**src/mem_pkg.sv**
```systemverilog
package mem_pkg;

    // Default geometry of the checked memory.
    localparam int ADDR_W = 6;
    localparam int DATA_W = 8;

    typedef logic [ADDR_W-1:0] addr_t;
    typedef logic [DATA_W-1:0] data_t;

    // Constants that scramble the address into the pattern word.
    localparam logic [31:0] PATTERN_MULT = 32'h0000_009d;
    localparam logic [31:0] PATTERN_SEED = 32'h5a3c_c3a5;

    // Known contents of the working memory at a given address.
    // Neighbouring addresses get very different words, so a stuck
    // or swapped address line shows up as a mismatch.
    function automatic data_t pattern_word(input addr_t addr);
        logic [31:0] mix;
        mix = 32'(addr) * PATTERN_MULT;
        mix = mix ^ PATTERN_SEED;
        mix = mix ^ (mix >> 13);
        mix = mix ^ (mix >> 7);
        return data_t'(mix);
    endfunction

endpackage

```
**src/test_pkg.sv**
```systemverilog
package test_pkg;

    // Tester FSM state codes, kept 8 bits wide since they are reported.
    typedef logic [7:0] state_t;

    localparam state_t STATE_START       = 8'd1;
    localparam state_t STATE_VERIFY_INIT = 8'd2;

    // One mismatch as seen by the tester.
    typedef struct packed {
        state_t         state;
        mem_pkg::addr_t address;
        mem_pkg::data_t expected;
        mem_pkg::data_t actual;
    } err_report_t;

endpackage
```
**src/error_log.sv**
```systemverilog
`timescale 1ns/100ps

module error_log (
    input  logic                  clk,
    input  logic                  rst,
    input  logic                  error,
    input  logic                  loop_complete,
    input  test_pkg::err_report_t report,
    output logic [15:0]           error_count,
    output logic [15:0]           loop_count,
    output test_pkg::err_report_t first_report,
    output logic                  first_valid
);
    import test_pkg::*;

    localparam logic [15:0] COUNT_MAX = 16'hffff;

    logic take_first;

    assign take_first = error && !first_valid;

    // Both counters stick at their maximum.
    always_ff @(posedge clk) begin
        if (rst) begin
            error_count <= '0;
            loop_count  <= '0;
            first_valid <= 1'b0;
        end else begin
            if (error && (error_count != COUNT_MAX)) begin
                error_count <= error_count + 16'd1;
            end
            if (loop_complete && (loop_count != COUNT_MAX)) begin
                loop_count <= loop_count + 16'd1;
            end
            if (take_first) begin
                first_valid <= 1'b1;
            end
        end
    end

    // Only the first mismatch since reset is kept.
    always_ff @(posedge clk) begin
        if (take_first) begin
            first_report <= report;
        end
    end

endmodule

```
**src/mem_check_top.sv**
```systemverilog
`timescale 1ns/100ps

module mem_check_top #(
    parameter int DEPTH        = 2 ** mem_pkg::ADDR_W,
    parameter int ADDRESS_STEP = 1
) (
    input  logic                  clk,
    input  logic                  rst,
    input  logic                  wr_en,
    input  mem_pkg::addr_t        wr_addr,
    input  mem_pkg::data_t        wr_data,
    output logic                  init_done,
    output logic                  loop_complete,
    output logic                  error,
    output test_pkg::err_report_t report,
    output test_pkg::err_report_t first_report,
    output logic                  first_valid,
    output logic [15:0]           error_count,
    output logic [15:0]           loop_count
);
    import mem_pkg::*;

    addr_t ldr_rom_addr;
    data_t ldr_rom_data;
    logic  ldr_we;
    addr_t ldr_waddr;
    data_t ldr_wdata;
    addr_t test_ram_addr;
    data_t test_ram_data;
    addr_t test_rom_addr;
    data_t test_rom_data;
    logic  ram_we;
    addr_t ram_waddr;
    data_t ram_wdata;

    // The loader owns the RAM write port until init_done, then the
    // external port takes over. External writes before that are lost.
    always_comb begin
        if (init_done) begin
            ram_we    = wr_en;
            ram_waddr = wr_addr;
            ram_wdata = wr_data;
        end else begin
            ram_we    = ldr_we;
            ram_waddr = ldr_waddr;
            ram_wdata = ldr_wdata;
        end
    end

    pattern_rom #(.DEPTH(DEPTH)) u_rom (
        .rd_addr_a(ldr_rom_addr),
        .rd_data_a(ldr_rom_data),
        .rd_addr_b(test_rom_addr),
        .rd_data_b(test_rom_data)
    );

    shadow_ram #(.DEPTH(DEPTH)) u_ram (
        .clk  (clk),
        .we   (ram_we),
        .waddr(ram_waddr),
        .wdata(ram_wdata),
        .raddr(test_ram_addr),
        .rdata(test_ram_data)
    );

    ram_loader #(.DEPTH(DEPTH)) u_loader (
        .clk      (clk),
        .rst      (rst),
        .rom_addr (ldr_rom_addr),
        .rom_data (ldr_rom_data),
        .we       (ldr_we),
        .waddr    (ldr_waddr),
        .wdata    (ldr_wdata),
        .init_done(init_done)
    );

    rom_test #(.DEPTH(DEPTH), .ADDRESS_STEP(ADDRESS_STEP)) u_test (
        .clk             (clk),
        .rst             (rst),
        .init_done       (init_done),
        .read_address    (test_ram_addr),
        .read_data       (test_ram_data),
        .rom_read_address(test_rom_addr),
        .rom_read_data   (test_rom_data),
        .loop_complete   (loop_complete),
        .error           (error),
        .report          (report)
    );

    error_log u_log (
        .clk          (clk),
        .rst          (rst),
        .error        (error),
        .loop_complete(loop_complete),
        .report       (report),
        .error_count  (error_count),
        .loop_count   (loop_count),
        .first_report (first_report),
        .first_valid  (first_valid)
    );

endmodule

```
**src/pattern_rom.sv**
```systemverilog
`timescale 1ns/100ps

module pattern_rom #(
    parameter int DEPTH = 64
) (
    input  mem_pkg::addr_t rd_addr_a,
    output mem_pkg::data_t rd_data_a,
    input  mem_pkg::addr_t rd_addr_b,
    output mem_pkg::data_t rd_data_b
);
    import mem_pkg::*;

    data_t rom [DEPTH];

    // Contents are fixed at elaboration from the pattern function.
    for (genvar i = 0; i < DEPTH; i++) begin : g_word
        assign rom[i] = pattern_word(addr_t'(i));
    end

    // Port A feeds the loader, port B the tester.
    assign rd_data_a = rom[rd_addr_a];
    assign rd_data_b = rom[rd_addr_b];

endmodule

```
**src/ram_loader.sv**
```systemverilog
`timescale 1ns/100ps

module ram_loader #(
    parameter int DEPTH = 64
) (
    input  logic           clk,
    input  logic           rst,
    output mem_pkg::addr_t rom_addr,
    input  mem_pkg::data_t rom_data,
    output logic           we,
    output mem_pkg::addr_t waddr,
    output mem_pkg::data_t wdata,
    output logic           init_done
);
    import mem_pkg::*;

    localparam addr_t LAST_ADDR = addr_t'(DEPTH - 1);

    addr_t count;

    // One word per cycle, starting at address 0 right after reset.
    // init_done rises on the edge after the last write and holds.
    always_ff @(posedge clk) begin
        if (rst) begin
            count     <= '0;
            init_done <= 1'b0;
        end else if (!init_done) begin
            if (count == LAST_ADDR) begin
                init_done <= 1'b1;
            end else begin
                count <= count + addr_t'(1);
            end
        end
    end

    // ROM port A and the RAM write port share the same address.
    assign rom_addr = count;
    assign waddr    = count;
    assign wdata    = rom_data;
    assign we       = ~init_done;

endmodule

```
**src/rom_test.sv**
```systemverilog
`timescale 1ns/100ps

module rom_test #(
    parameter int DEPTH        = 64,
    parameter int ADDRESS_STEP = 1
) (
    input  logic                  clk,
    input  logic                  rst,
    input  logic                  init_done,
    output mem_pkg::addr_t        read_address,
    input  mem_pkg::data_t        read_data,
    output mem_pkg::addr_t        rom_read_address,
    input  mem_pkg::data_t        rom_read_data,
    output logic                  loop_complete,
    output logic                  error,
    output test_pkg::err_report_t report
);
    import mem_pkg::*;
    import test_pkg::*;

    // Last address actually compared in a loop.
    localparam int    LAST_INT  = ((DEPTH / ADDRESS_STEP) - 1) * ADDRESS_STEP;
    localparam addr_t LAST_ADDR = addr_t'(LAST_INT);
    localparam addr_t STEP      = addr_t'(ADDRESS_STEP);

    state_t state;
    logic   mismatch;

    assign mismatch = (state == STATE_VERIFY_INIT) && (rom_read_data != read_data);

    always_ff @(posedge clk) begin
        if (rst) begin
            state            <= STATE_START;
            read_address     <= '0;
            rom_read_address <= '0;
            loop_complete    <= 1'b0;
            error            <= 1'b0;
        end else begin
            case (state)
                STATE_START: begin
                    // Held here until the shadow RAM has been loaded.
                    loop_complete    <= 1'b0;
                    error            <= 1'b0;
                    read_address     <= '0;
                    rom_read_address <= '0;
                    if (init_done) begin
                        state <= STATE_VERIFY_INIT;
                    end
                end
                STATE_VERIFY_INIT: begin
                    error <= mismatch;
                    if (read_address != LAST_ADDR) begin
                        read_address     <= read_address + STEP;
                        rom_read_address <= rom_read_address + STEP;
                    end else begin
                        read_address     <= '0;
                        rom_read_address <= '0;
                        loop_complete    <= 1'b1;
                        state            <= STATE_START;
                    end
                end
                default: begin
                    state <= STATE_START;
                end
            endcase
        end
    end

    // Report keeps the last mismatch until the next one.
    always_ff @(posedge clk) begin
        if (mismatch) begin
            report.state    <= state;
            report.address  <= read_address;
            report.expected <= rom_read_data;
            report.actual   <= read_data;
        end
    end

endmodule

```
**src/shadow_ram.sv**
```systemverilog
`timescale 1ns/100ps

module shadow_ram #(
    parameter int DEPTH = 64
) (
    input  logic           clk,
    input  logic           we,
    input  mem_pkg::addr_t waddr,
    input  mem_pkg::data_t wdata,
    input  mem_pkg::addr_t raddr,
    output mem_pkg::data_t rdata
);
    import mem_pkg::*;

    data_t mem [DEPTH];

    // Write port, shared between the loader and the external port.
    always_ff @(posedge clk) begin
        if (we) begin
            mem[waddr] <= wdata;
        end
    end

    // Read is combinational so a word written at an edge is seen
    // by the tester on the following cycle.
    assign rdata = mem[raddr];

endmodule

```
**config.mk**
```make
export PLATFORM = sky130hd
export DESIGN_NAME = mem_check_top
export DESIGN_NICKNAME = d
export VERILOG_FILES = /design/src/mem_pkg.sv /design/src/test_pkg.sv /design/src/error_log.sv /design/src/mem_check_top.sv /design/src/pattern_rom.sv /design/src/ram_loader.sv /design/src/rom_test.sv /design/src/shadow_ram.sv
export SDC_FILE = /design/constraint.sdc
export NUM_CORES = 1
export LEC_CHECK = 0
export BUFFER_PORTS_ARGS = -buffer_cell sky130_fd_sc_hd__clkbuf_2
export CAP_MARGIN = 20
export CORE_MARGIN = 2
export CORE_UTILIZATION = 24
export CTS_CLUSTER_DIAMETER = 200
export DETAILED_ROUTE_END_ITERATION = 16
export MAX_ROUTING_LAYER = met4
export REMOVE_ABC_BUFFERS = 1
export SETUP_SLACK_MARGIN = 0.3
export SYNTH_ARGS = -nofsm -noshare
export SYNTH_HDL_FRONTEND = slang
export SYNTH_HIERARCHICAL = 1
export SYNTH_SLANG_ARGS = --single-unit
```
**constraint.sdc**
```tcl
create_clock -name clk -period 7 [get_ports clk]
set_clock_uncertainty 0.1 [all_clocks]
set_input_delay 1.05 -clock clk [delete_from_list [all_inputs] [get_ports clk]]
set_output_delay 1.05 -clock clk [all_outputs]
set_load 0.02 [all_outputs]
```
==> impl_metrics.env, run 1 <==
export IMPL_drv_cap=0
export IMPL_ant_nets=0
export IMPL_power_density_mw_per_mm2=298.3
export IMPL_drive_gt1_share_pct=24.37
export IMPL_setup_viol=0
export IMPL_crit_fanout=47
export IMPL_clock_fmax_mhz=215.5
export IMPL_fp_dieArea_mm2=0.1146
export IMPL_fin_crit_sh_pct=66.29
export IMPL_clockPowerShare_pct=39.4
export IMPL_slew_headroom_pct=31.45
export IMPL_cts_inserted_buffers=66
export IMPL_instances_no_fill=3248
export IMPL_worstSetupStartpointType="register"
export IMPL_fin_nets=1751
export IMPL_io_pins=113
export IMPL_postCtsSetupBuffers=0
export IMPL_multiInputGateArea_mm2=0.007941
export IMPL_seqPwrFrac_pct=49.6
export IMPL_dp_hpwl_mm=40.45
export IMPL_clk_latency_ns=0.61
export IMPL_grt_overflow=0
export IMPL_dp_slack_ns=2.357
export IMPL_cts_tree="yes"
export IMPL_p_switching_w=0.002316
export IMPL_combPwrFrac_pct=11.1
export IMPL_hp_class="reg -> reg"
export IMPL_area_sequential_mm2=0.01813
export IMPL_netSwitchingFraction_pct=25.02
export IMPL_yosys_warnings=6
export IMPL_max_vdd_ir_drop_v=0.0002024
export IMPL_grt_pass1_wl_mm=97.30
export IMPL_die_x_um=338.5
export IMPL_worst_slack_ns=2.360
export IMPL_min_period_ns=4.640
export IMPL_drtPass1Iterations=5
export IMPL_fp_dieH_um=338.5
export IMPL_ctsHoldBuffers=0
export IMPL_routedWlPerCell_um=20.01
export IMPL_htree_num_levels=3
export IMPL_clk_pin_slew_ns=0.06
export IMPL_ys_seq_elements=622
export IMPL_endpoint_kind="register"
export IMPL_seq_area_frac_synth_pct=67.47
export IMPL_area_growth_pct=15.58
export IMPL_antenna_found_initial=4
export IMPL_first_iter_violations=1567
export IMPL_slew_viol_final=0
export IMPL_drt_total_wl_mm=65.00
export IMPL_arrival_ns=4.79
export IMPL_cts_num_sinks=622
export IMPL_rsz0062_at_grt="false"
export IMPL_tns_ns=0
export IMPL_clockBufferDepth=3
export IMPL_cts_root_buf="clkbuf_16"
export IMPL_synth_common_cells="edfxtp_1 (566), mux4_2 (135), nor2_1 (130)"
export IMPL_netlist_area_mm2=0.02685
export IMPL_first_global_vias=15130
export IMPL_yosysMostFrequentCell="edfxtp_1"
export IMPL_final_fill_count=11040
export IMPL_drc=0
export IMPL_timing_worst_setup_path_type="reg -> reg"
export IMPL_synthTopCellsByArea="edfxtp_1 (63%), mux4_2 (11%), dfxtp_1 (4.2%)"
export IMPL_place_inst=3122
export IMPL_synth_edff_count=566
export IMPL_synthCells=1620
export IMPL_intPower_w=0.006942
export IMPL_rrSetupSlack_ns=2.36
export IMPL_power_leakage_nw=9.343
export IMPL_cts_resized=0
export IMPL_worst_pin_slew_ns=1.019
export IMPL_synth_cell_types=89
export IMPL_grt_max_degree=65
export IMPL_netlist_area_leader_share_pct=63.30
export IMPL_async_flop_share_pct=0
export IMPL_vias=15200
export IMPL_rows=122
export IMPL_avgSynthCellArea_um2=16.57
export IMPL_yosys_area_top_type="edfxtp_1"
export IMPL_port_buffers=106
export IMPL_core_area_mm2=0.1108
export IMPL_fin_util_pct=28.00
export IMPL_outcome="complete, no violations"
export IMPL_hold_viol_final=0
export IMPL_crit_required_ns=7.15
export IMPL_synth_main_ff_cell="edfxtp_1"
export IMPL_vias_per_cell=4.679
export IMPL_grtUsageTotal_pct=11.35
export IMPL_place_congestion=0.8516
export IMPL_start_util_pct=24.23
-- registers in the layout, summed over array words and instances (netlist names), 2 cells and up --
register / count
u_test/read_address: 6
u_log/first_report: 30
u_test/rom_read_address: 6
u_ram/mem: 512
u_test/report: 24
u_test/state: 2
u_log/error_count: 16
u_log/loop_count: 16
u_loader/rom_addr: 6
-- final timing paths --
| kind | depth (start not counted) | from | endpoint |
|---|---|---|---|
| setup / recovery | 9 | u_test/read_address[0]$_SDFFE_PP0P_ | u_test/report[10]$_DFFE_PP_ |
| hold / removal | 0 | u_test/report[13]$_DFFE_PP_ | u_log/first_report[13]$_DFFE_PP_ |
| setup reg to reg | 9 | u_test/read_address[0]$_SDFFE_PP0P_ | u_test/report[10]$_DFFE_PP_ |
| hold reg to reg | 0 | u_test/report[13]$_DFFE_PP_ | u_log/first_report[13]$_DFFE_PP_ |
-- per-stage QoR --
stage,instance area [um^2],hold WS [ns],total power (W)
after floorplan,26140,0.3342,0.005251
after global placement,28740,0.3560,0.005625
after detailed placement,28740,0.3513,0.005698
after CTS,31000,0.3654,0.009347
after global routing,31030,0.3800,0.009584
final,31030,0.3616,0.009258
-- layer usage --
metal	vias up	GRT usage (%)	share of wire (%)
met2	591	18.08	48
met4	0	3.898	2.6
met5	-	-	0
li1	6610	-	-
met3	90	2.423	7.1
met1	7908	14.31	42
-- critical path, stage by stage, from the launching register on --
cell and delay [ns]:
dfxtp_4 0.83, buf_12 0.40, mux4_2 0.55, mux2_2 0.29, o221a_2 0.28, nor3_1 0.38, o32ai_1 0.20, xor2_1 0.22
nor4_1 0.62, a21oi_4 0.39
-- cell usage in the layout (no fill, tap or decap), types with 16 or more instances in the layout --
cell | synthesis | layout
clkbuf_16 | 0 | 67
nor2_1 | 130 | 130
nand2b_1 | 19 | 19
ha_1 | 31 | 31
o21ai_0 | 35 | 35
mux4_2 | 135 | 135
a211oi_1 | 17 | 17
inv_1 | 27 | 27
dfxtp_1 | 56 | 50
a21oi_1 | 40 | 39
nand2_1 | 63 | 63
nand3_1 | 31 | 31
mux2_2 | 23 | 23
clkbuf_2 | 1 | 106
nor2b_1 | 31 | 30
nor3_1 | 25 | 23
edfxtp_1 | 566 | 566
mux2i_1 | 34 | 34
xor2_1 | 16 | 16
-- power groups by stage --
stage                     Sequential [W]  Clock (W)  Combinational [W]
after floorplan                  0.00466          0           0.000589
after global placement           0.00466          0           0.000967
after detailed placement         0.00467          0            0.00103
after CTS                        0.00459    0.00373            0.00103
after global routing             0.00459    0.00387            0.00112
final                            0.00459    0.00364            0.00103
-- area by class of cell --
| type | count | share of cell area (%) |
|---|---|---|
| Sequential cell | 622 | 58.43 |
| Multi-Input combinational cell | 860 | 25.59 |
| Tap cell | 1488 | 5.999 |
| Clock buffer | 76 | 5.511 |
| Timing Repair Buffer | 123 | 2.306 |
| Clock inverter | 45 | 1.774 |
| Inverter | 30 | 0.3628 |
| Antenna cell | 4 | 0.03225 |
-- cells by family (layout without fill, tap and decap cells) --
kind of cell	after synthesis	count (layout)	share of synthesized area [%]
AO/OA/AOI/OAI	217	217	5.750
XOR/XNOR	21	21	0.6850
adder cells (fa/ha/maj)	31	31	1.445
buffers and inverters	143	274	3.127
flip-flops	622	622	67.47
multiplexers	203	203	14.17
other	1	10	0.01397
AND/OR/NAND/NOR	382	382	7.335
Note: power is estimated with default switching activity, not from simulation.
==> run 2: changes to the inputs <==
Clock period 7 ns to 4.3 ns, I/O delays scaled along.
==> impl_metrics.env, run 2 (same netlist as run 1, synthesis figures left out) <==
export IMPL_p_switching_w=0.003670
export IMPL_setup_viol=0
export IMPL_intPower_w=0.01084
export IMPL_min_period_ns=3.828
export IMPL_netSwitchingFraction_pct=25.29
export IMPL_dp_hpwl_mm=42.43
export IMPL_drv_cap=0
export IMPL_grtUsageTotal_pct=11.27
export IMPL_final_fill_count=11020
export IMPL_outcome="complete, no violations"
export IMPL_drtPass1Iterations=7
export IMPL_clockBufferDepth=3
export IMPL_seqPwrFrac_pct=51.3
export IMPL_worst_pin_slew_ns=0.9697
export IMPL_combPwrFrac_pct=12.3
export IMPL_reg_largest_list="u_ram/mem: 512 flops, u_log/first_report: 30 flops, u_test/report: 24 flops"
export IMPL_rrSetupSlack_ns=0.47
export IMPL_cts_tree="yes"
export IMPL_postCtsSetupBuffers=0
export IMPL_clk_latency_ns=0.63
export IMPL_ant_nets=0
export IMPL_fin_crit_sh_pct=89.03
export IMPL_slew_headroom_pct=35.12
export IMPL_top_register="u_ram/mem"
export IMPL_worstSetupStartpointType="register"
export IMPL_power_density_mw_per_mm2=462.3
export IMPL_power_leakage_nw=9.622
export IMPL_grtUsageMet1_pct=14.94
export IMPL_htree_num_levels=2
export IMPL_drt_total_wl_mm=65.19
export IMPL_rsz0062_at_grt="false"
export IMPL_slew_viol_final=0
export IMPL_layout_common_cells="edfxtp_1 (566), mux4_2 (135), nor2_1 (130)"
export IMPL_endpoint="u_test/report[21]$_DFFE_PP_"
export IMPL_r2r_end="u_test/report[21]$_DFFE_PP_"
export IMPL_timing_worst_setup_path_type="reg -> reg"
export IMPL_cts_inserted_buffers=59
export IMPL_grt_overflow=0
export IMPL_vias=15540
export IMPL_clockPowerShare_pct=36.5
export IMPL_fp_dieH_um=338.5
export IMPL_drive_gt1_share_pct=27.26
export IMPL_hold_ws_ns=0.3192
export IMPL_met2_usage_pct=18.01
export IMPL_core_area_mm2=0.1108
export IMPL_drc=0
export IMPL_grt_max_degree=65
export IMPL_port_buffers=106
export IMPL_antenna_found_initial=1
export IMPL_cp_startpoint="u_test/read_address[0]$_SDFFE_PP0P_"
export IMPL_ctsHoldBuffers=0
export IMPL_instances_no_fill=3312
export IMPL_grt_pass1_wl_mm=97.21
export IMPL_cts_num_sinks=622
export IMPL_crit_fanout=18
export IMPL_r2r_cells=11
export IMPL_placed_area_mm2=0.02938
export IMPL_fp_dieArea_mm2=0.1146
export IMPL_die_x_um=338.5
export IMPL_crit_required_ns=4.45
export IMPL_cts_root_buf="clkbuf_16"
export IMPL_area_growth_pct=16.89
export IMPL_clock_fmax_mhz=261.2
export IMPL_vias_per_cell=4.691
export IMPL_tns_ns=0
export IMPL_place_inst=3199
export IMPL_start_util_pct=24.23
export IMPL_hp_class="in -> reg"
export IMPL_arrival_ns=3.98
export IMPL_area_sequential_mm2=0.01813
export IMPL_largest_register_ffs=512
export IMPL_rows=122
export IMPL_io_pins=113
export IMPL_place_congestion=0.8674
export IMPL_fin_util_pct=28.32
export IMPL_first_global_vias=15320
export IMPL_endpoint_kind="register"
export IMPL_hold_path_startpoint="rst"
export IMPL_r2r_start="u_test/read_address[0]$_SDFFE_PP0P_"
export IMPL_routedWlPerCell_um=19.68
export IMPL_hold_viol_final=0
export IMPL_final_common_cell="edfxtp_1"
export IMPL_use_met3_pct=1.772
export IMPL_clk_pin_slew_ns=0.06
export IMPL_multiInputGateArea_mm2=0.007948
export IMPL_max_vdd_ir_drop_v=0.0002909
export IMPL_grt_busiest_layer="met2"
export IMPL_first_iter_violations=1549
export IMPL_fin_nets=1821
export IMPL_fin_area_mm2=0.03139
[run 2: cell types whose count changed in the layout (fill, tap and decap cells not counted), sizes merged]
| cell | delta |
|---|---|
| clkinv | +9 |
| bufinv | -3 |
| inv | -6 |
| a21oi | +1 |
| diode | -3 |
| clkinvlp | +1 |
| clkbuf | -11 |
| buf | +76 |
[run 2: area by class of cell]
type	instances	share of cell area [%]
antenna	1	0.007973
inverter	30	0.3588
tap	1488	5.932
clock inverter	46	1.491
timing repair buffer	199	4.273
multi-input combinational	861	25.32
clock buffer	65	4.844
sequential	622	57.77
[run 2: repair_timing]
action | in CTS | in global routing
gates resized for setup | 1 | 0
hold endpoints to repair | 0 | 0
endpoints found under the setup margin | 24 | 0
[run 2: worst min path at each step]
stage | cells after the start | slack [ns] | end
3_3_place_gp | 0 | 0.34 | u_log/first_report[8]$_DFFE_PP_
6_report | 2 | 0.32 | u_log/error_count[13]$_SDFFE_PP0P_
3_5_place_dp | 0 | 0.33 | u_log/first_report[8]$_DFFE_PP_
5_1_grt | 2 | 0.32 | u_log/error_count[9]$_SDFFE_PP0P_
2_1_floorplan | 0 | 0.33 | u_test/report[23]$_DFFE_PP_
4_1_cts | 2 | 0.27 | u_log/loop_count[15]$_SDFFE_PP0P_
[run 2: metal layers]
metal	up-vias	wire (um)
met2	667	31330
met3	98	4607
met1	8007	27950
li1	6764	-
met5	-	0
met4	0	1296
[run 2: critical path, cell delays in order (launching register included)]
cell,delay [ns]
dfxtp_4,0.66
buf_12,0.23
buf_12,0.15
mux4_2,0.51
mux4_2,0.52
nor2_1,0.16
nor3_1,0.06
o2bb2ai_1,0.17
xor2_1,0.20
nor4_1,0.07
buf_4,0.16
a21oi_4,0.45
[run 2: power by group through the flow]
stage	logic, W	clock network (W)	registers, W
finish	0.00178	0.00529	0.00744
global route	0.00193	0.00564	0.00745
CTS	0.00179	0.00542	0.00744
detailed placement	0.00178	0	0.00757
global placement	0.00171	0	0.00757
floorplan	0.000960	0	0.00759
[run 2: per-stage QoR]
stage          setup WS, ns  total power [W]
5_1_grt              0.3435          0.01502
3_5_place_dp         0.2285         0.009355
3_3_place_gp         0.2724         0.009274
4_1_cts              0.4478          0.01464
6_report             0.4717          0.01451
2_1_floorplan        -4.521         0.008548
==> run 3: changes to the inputs <==
==> constraint.sdc (replaced) <==
create_clock -name clk -period 4.3 [get_ports clk]
set_clock_uncertainty 0.1 [all_clocks]
set_input_delay 0.43 -clock clk [delete_from_list [all_inputs] [get_ports clk]]
set_output_delay 0.43 -clock clk [all_outputs]
set_load 0.02 [all_outputs]
==> impl_metrics.env, run 3 (same netlist as run 1, synthesis figures left out) <==
export IMPL_max_stage_delay_ns=0.72
export IMPL_io_pins=113
export IMPL_rsz0062_at_grt="false"
export IMPL_clk_latency_ns=0.65
export IMPL_grt_pass1_wl_mm=98.33
export IMPL_instances_no_fill=3308
export IMPL_power_density_mw_per_mm2=457.1
export IMPL_clock_fmax_mhz=264.4
export IMPL_power_w=0.01430
export IMPL_intPower_w=0.01069
export IMPL_min_to="u_log/loop_count[12]$_SDFFE_PP0P_"
export IMPL_cp_startpoint="u_test/read_address[2]$_SDFFE_PP0P_"
export IMPL_first_global_vias=15180
export IMPL_r2r_start="u_test/read_address[2]$_SDFFE_PP0P_"
export IMPL_cts_num_sinks=622
export IMPL_vias_per_cell=4.618
export IMPL_top_register="u_ram/mem"
export IMPL_fin_nets=1823
export IMPL_final_fill_count=11080
export IMPL_reg_largest_list="u_ram/mem: 512 flops, u_log/first_report: 30 flops, u_test/report: 24 flops"
export IMPL_vias=15280
export IMPL_largest_register_ffs=512
export IMPL_routedWlPerCell_um=19.72
export IMPL_clk_pin_slew_ns=0.07
export IMPL_combPwrFrac_pct=12.2
export IMPL_port_buffers=106
export IMPL_first_iter_violations=1553
export IMPL_grt_overflow=0
export IMPL_ctsHoldBuffers=0
export IMPL_drc=0
export IMPL_crit_required_ns=4.47
export IMPL_die_x_um=338.5
export IMPL_clockPowerShare_pct=35.8
export IMPL_slew_viol_final=0
export IMPL_clockBufferDepth=3
export IMPL_setup_viol=0
export IMPL_cts_tree="yes"
export IMPL_drive_gt1_share_pct=26.66
export IMPL_hold_path_startpoint="rst"
export IMPL_fp_dieArea_mm2=0.1146
export IMPL_power_leakage_nw=9.592
export IMPL_ant_nets=0
export IMPL_cpMaxStageDelayCell="dfxtp_4"
export IMPL_hp_class="in -> reg"
export IMPL_area_growth_pct=16.54
export IMPL_netSwitchingFraction_pct=25.26
export IMPL_worstSetupStartpointType="register"
export IMPL_drt_total_wl_mm=65.25
export IMPL_place_inst=3201
export IMPL_crit_fanout=37
export IMPL_arrival_ns=3.95
export IMPL_final_common_cell="edfxtp_1"
export IMPL_antenna_found_initial=2
export IMPL_drv_cap=0
export IMPL_seqPwrFrac_pct=52.0
export IMPL_rows=122
export IMPL_r2r_cells=11
export IMPL_outcome="complete, no violations"
export IMPL_cts_root_buf="clkbuf_16"
export IMPL_layout_common_cells="edfxtp_1 (566), mux4_2 (135), nor2_1 (130)"
export IMPL_cp_cell_sequence="buf_12 -> buf_4 -> mux4_2 -> o221ai_1 -> a21oi_1 -> o21ai_1 -> o41ai_1 -> xor2_1 -> nor4_1 -> buf_4 -> a21oi_4"
export IMPL_area_sequential_mm2=0.01813
export IMPL_drtPass1Iterations=5
export IMPL_grtUsageTotal_pct=11.37
export IMPL_htree_num_levels=2
export IMPL_p_switching_w=0.003613
export IMPL_timing_worst_setup_path_type="reg -> reg"
export IMPL_rrSetupSlack_ns=0.52
export IMPL_max_vdd_ir_drop_v=0.0003238
export IMPL_dp_slack_ns=0.1648
export IMPL_cts_inserted_buffers=58
export IMPL_min_period_ns=3.782
export IMPL_slew_headroom_pct=35.16
export IMPL_fin_crit_sh_pct=87.95
export IMPL_hold_depth=2
export IMPL_fp_dieH_um=338.5
export IMPL_r2r_end="u_test/report[10]$_DFFE_PP_"
export IMPL_start_util_pct=24.23
export IMPL_core_area_mm2=0.1108
export IMPL_grt_max_degree=65
export IMPL_endpoint_kind="register"
export IMPL_dp_hpwl_mm=42.85
export IMPL_worst_pin_slew_ns=0.9690
export IMPL_multiInputGateArea_mm2=0.007948
export IMPL_hold_viol_final=0
export IMPL_place_congestion=0.8318
export IMPL_crit_top_cell="buf_4"
export IMPL_worst_slack_ns=0.5182
-- run 3: worst max-delay path by stage --
stage / end / slack (ns) / depth (start not counted)
2_1_floorplan: u_test/report[0]$_DFFE_PP_ / -4.52 / 8
6_report: u_test/report[10]$_DFFE_PP_ / 0.52 / 11
3_3_place_gp: u_test/report[16]$_DFFE_PP_ / 0.19 / 10
3_5_place_dp: u_test/report[10]$_DFFE_PP_ / 0.16 / 11
5_1_grt: u_test/report[10]$_DFFE_PP_ / 0.38 / 11
4_1_cts: u_test/report[1]$_DFFE_PP_ / 0.37 / 9
-- run 3: final cells by class --
cell class,instances,share of cell area [%]
clock buffer,71,4.794
antenna,1,0.007997
multi-input combinational,861,25.40
tap,1488,5.950
timing repair buffer,202,4.342
sequential,622,57.95
clock inverter,33,1.200
inverter,30,0.3599
-- run 3: routing by layer --
metal  GRT usage (%)  wire (um)  up-vias
met2           18.52      32110      571
met3           1.862       4152       83
li1                -          -     6738
met5               -          0        -
met4           2.620       1137        0
met1           14.87      27840     7885
-- run 3: stage by stage --
stage / setup TNS [ns] / hold slack, ns / utilization [%] / instance area [um^2]
floorplan: -172.18 / 0.3342 / - / 26140
finish: 0 / 0.2512 / 28.24 / 31290
global placement: 0 / 0.3484 / 26.50 / 29370
detailed placement: 0 / 0.3463 / 26.50 / 29370
CTS: 0 / 0.2232 / 28.21 / 31260
global route: 0 / 0.2995 / 28.24 / 31290
-- run 3: timing repair --
| item | in CTS | in global routing |
|---|---|---|
| setup buffers | 0 | 1 |
| gates cloned | 1 | 0 |
| hold endpoints to repair | 0 | 0 |
| pin swaps | 1 | 0 |
| setup endpoints to repair | 24 | 24 |
| gates resized for setup | 1 | 0 |
-- run 3: critical path: cells and delay by family (launching register included) --
family | cells | cell delay, ns
buf+inv | 3 | 0.72
xor+xnor | 1 | 0.19
mux | 1 | 0.33
simple gates | 1 | 0.07
flops | 1 | 0.72
compound gates | 5 | 1.22
-- run 3: power groups by stage --
stage	registers (W)	logic, W	clock network (W)
2_1_floorplan	0.00759	0.000960	0
3_3_place_gp	0.00757	0.00170	0
3_5_place_dp	0.00757	0.00176	0
4_1_cts	0.00744	0.00177	0.00524
5_1_grt	0.00745	0.00192	0.00543
6_report	0.00744	0.00175	0.00512
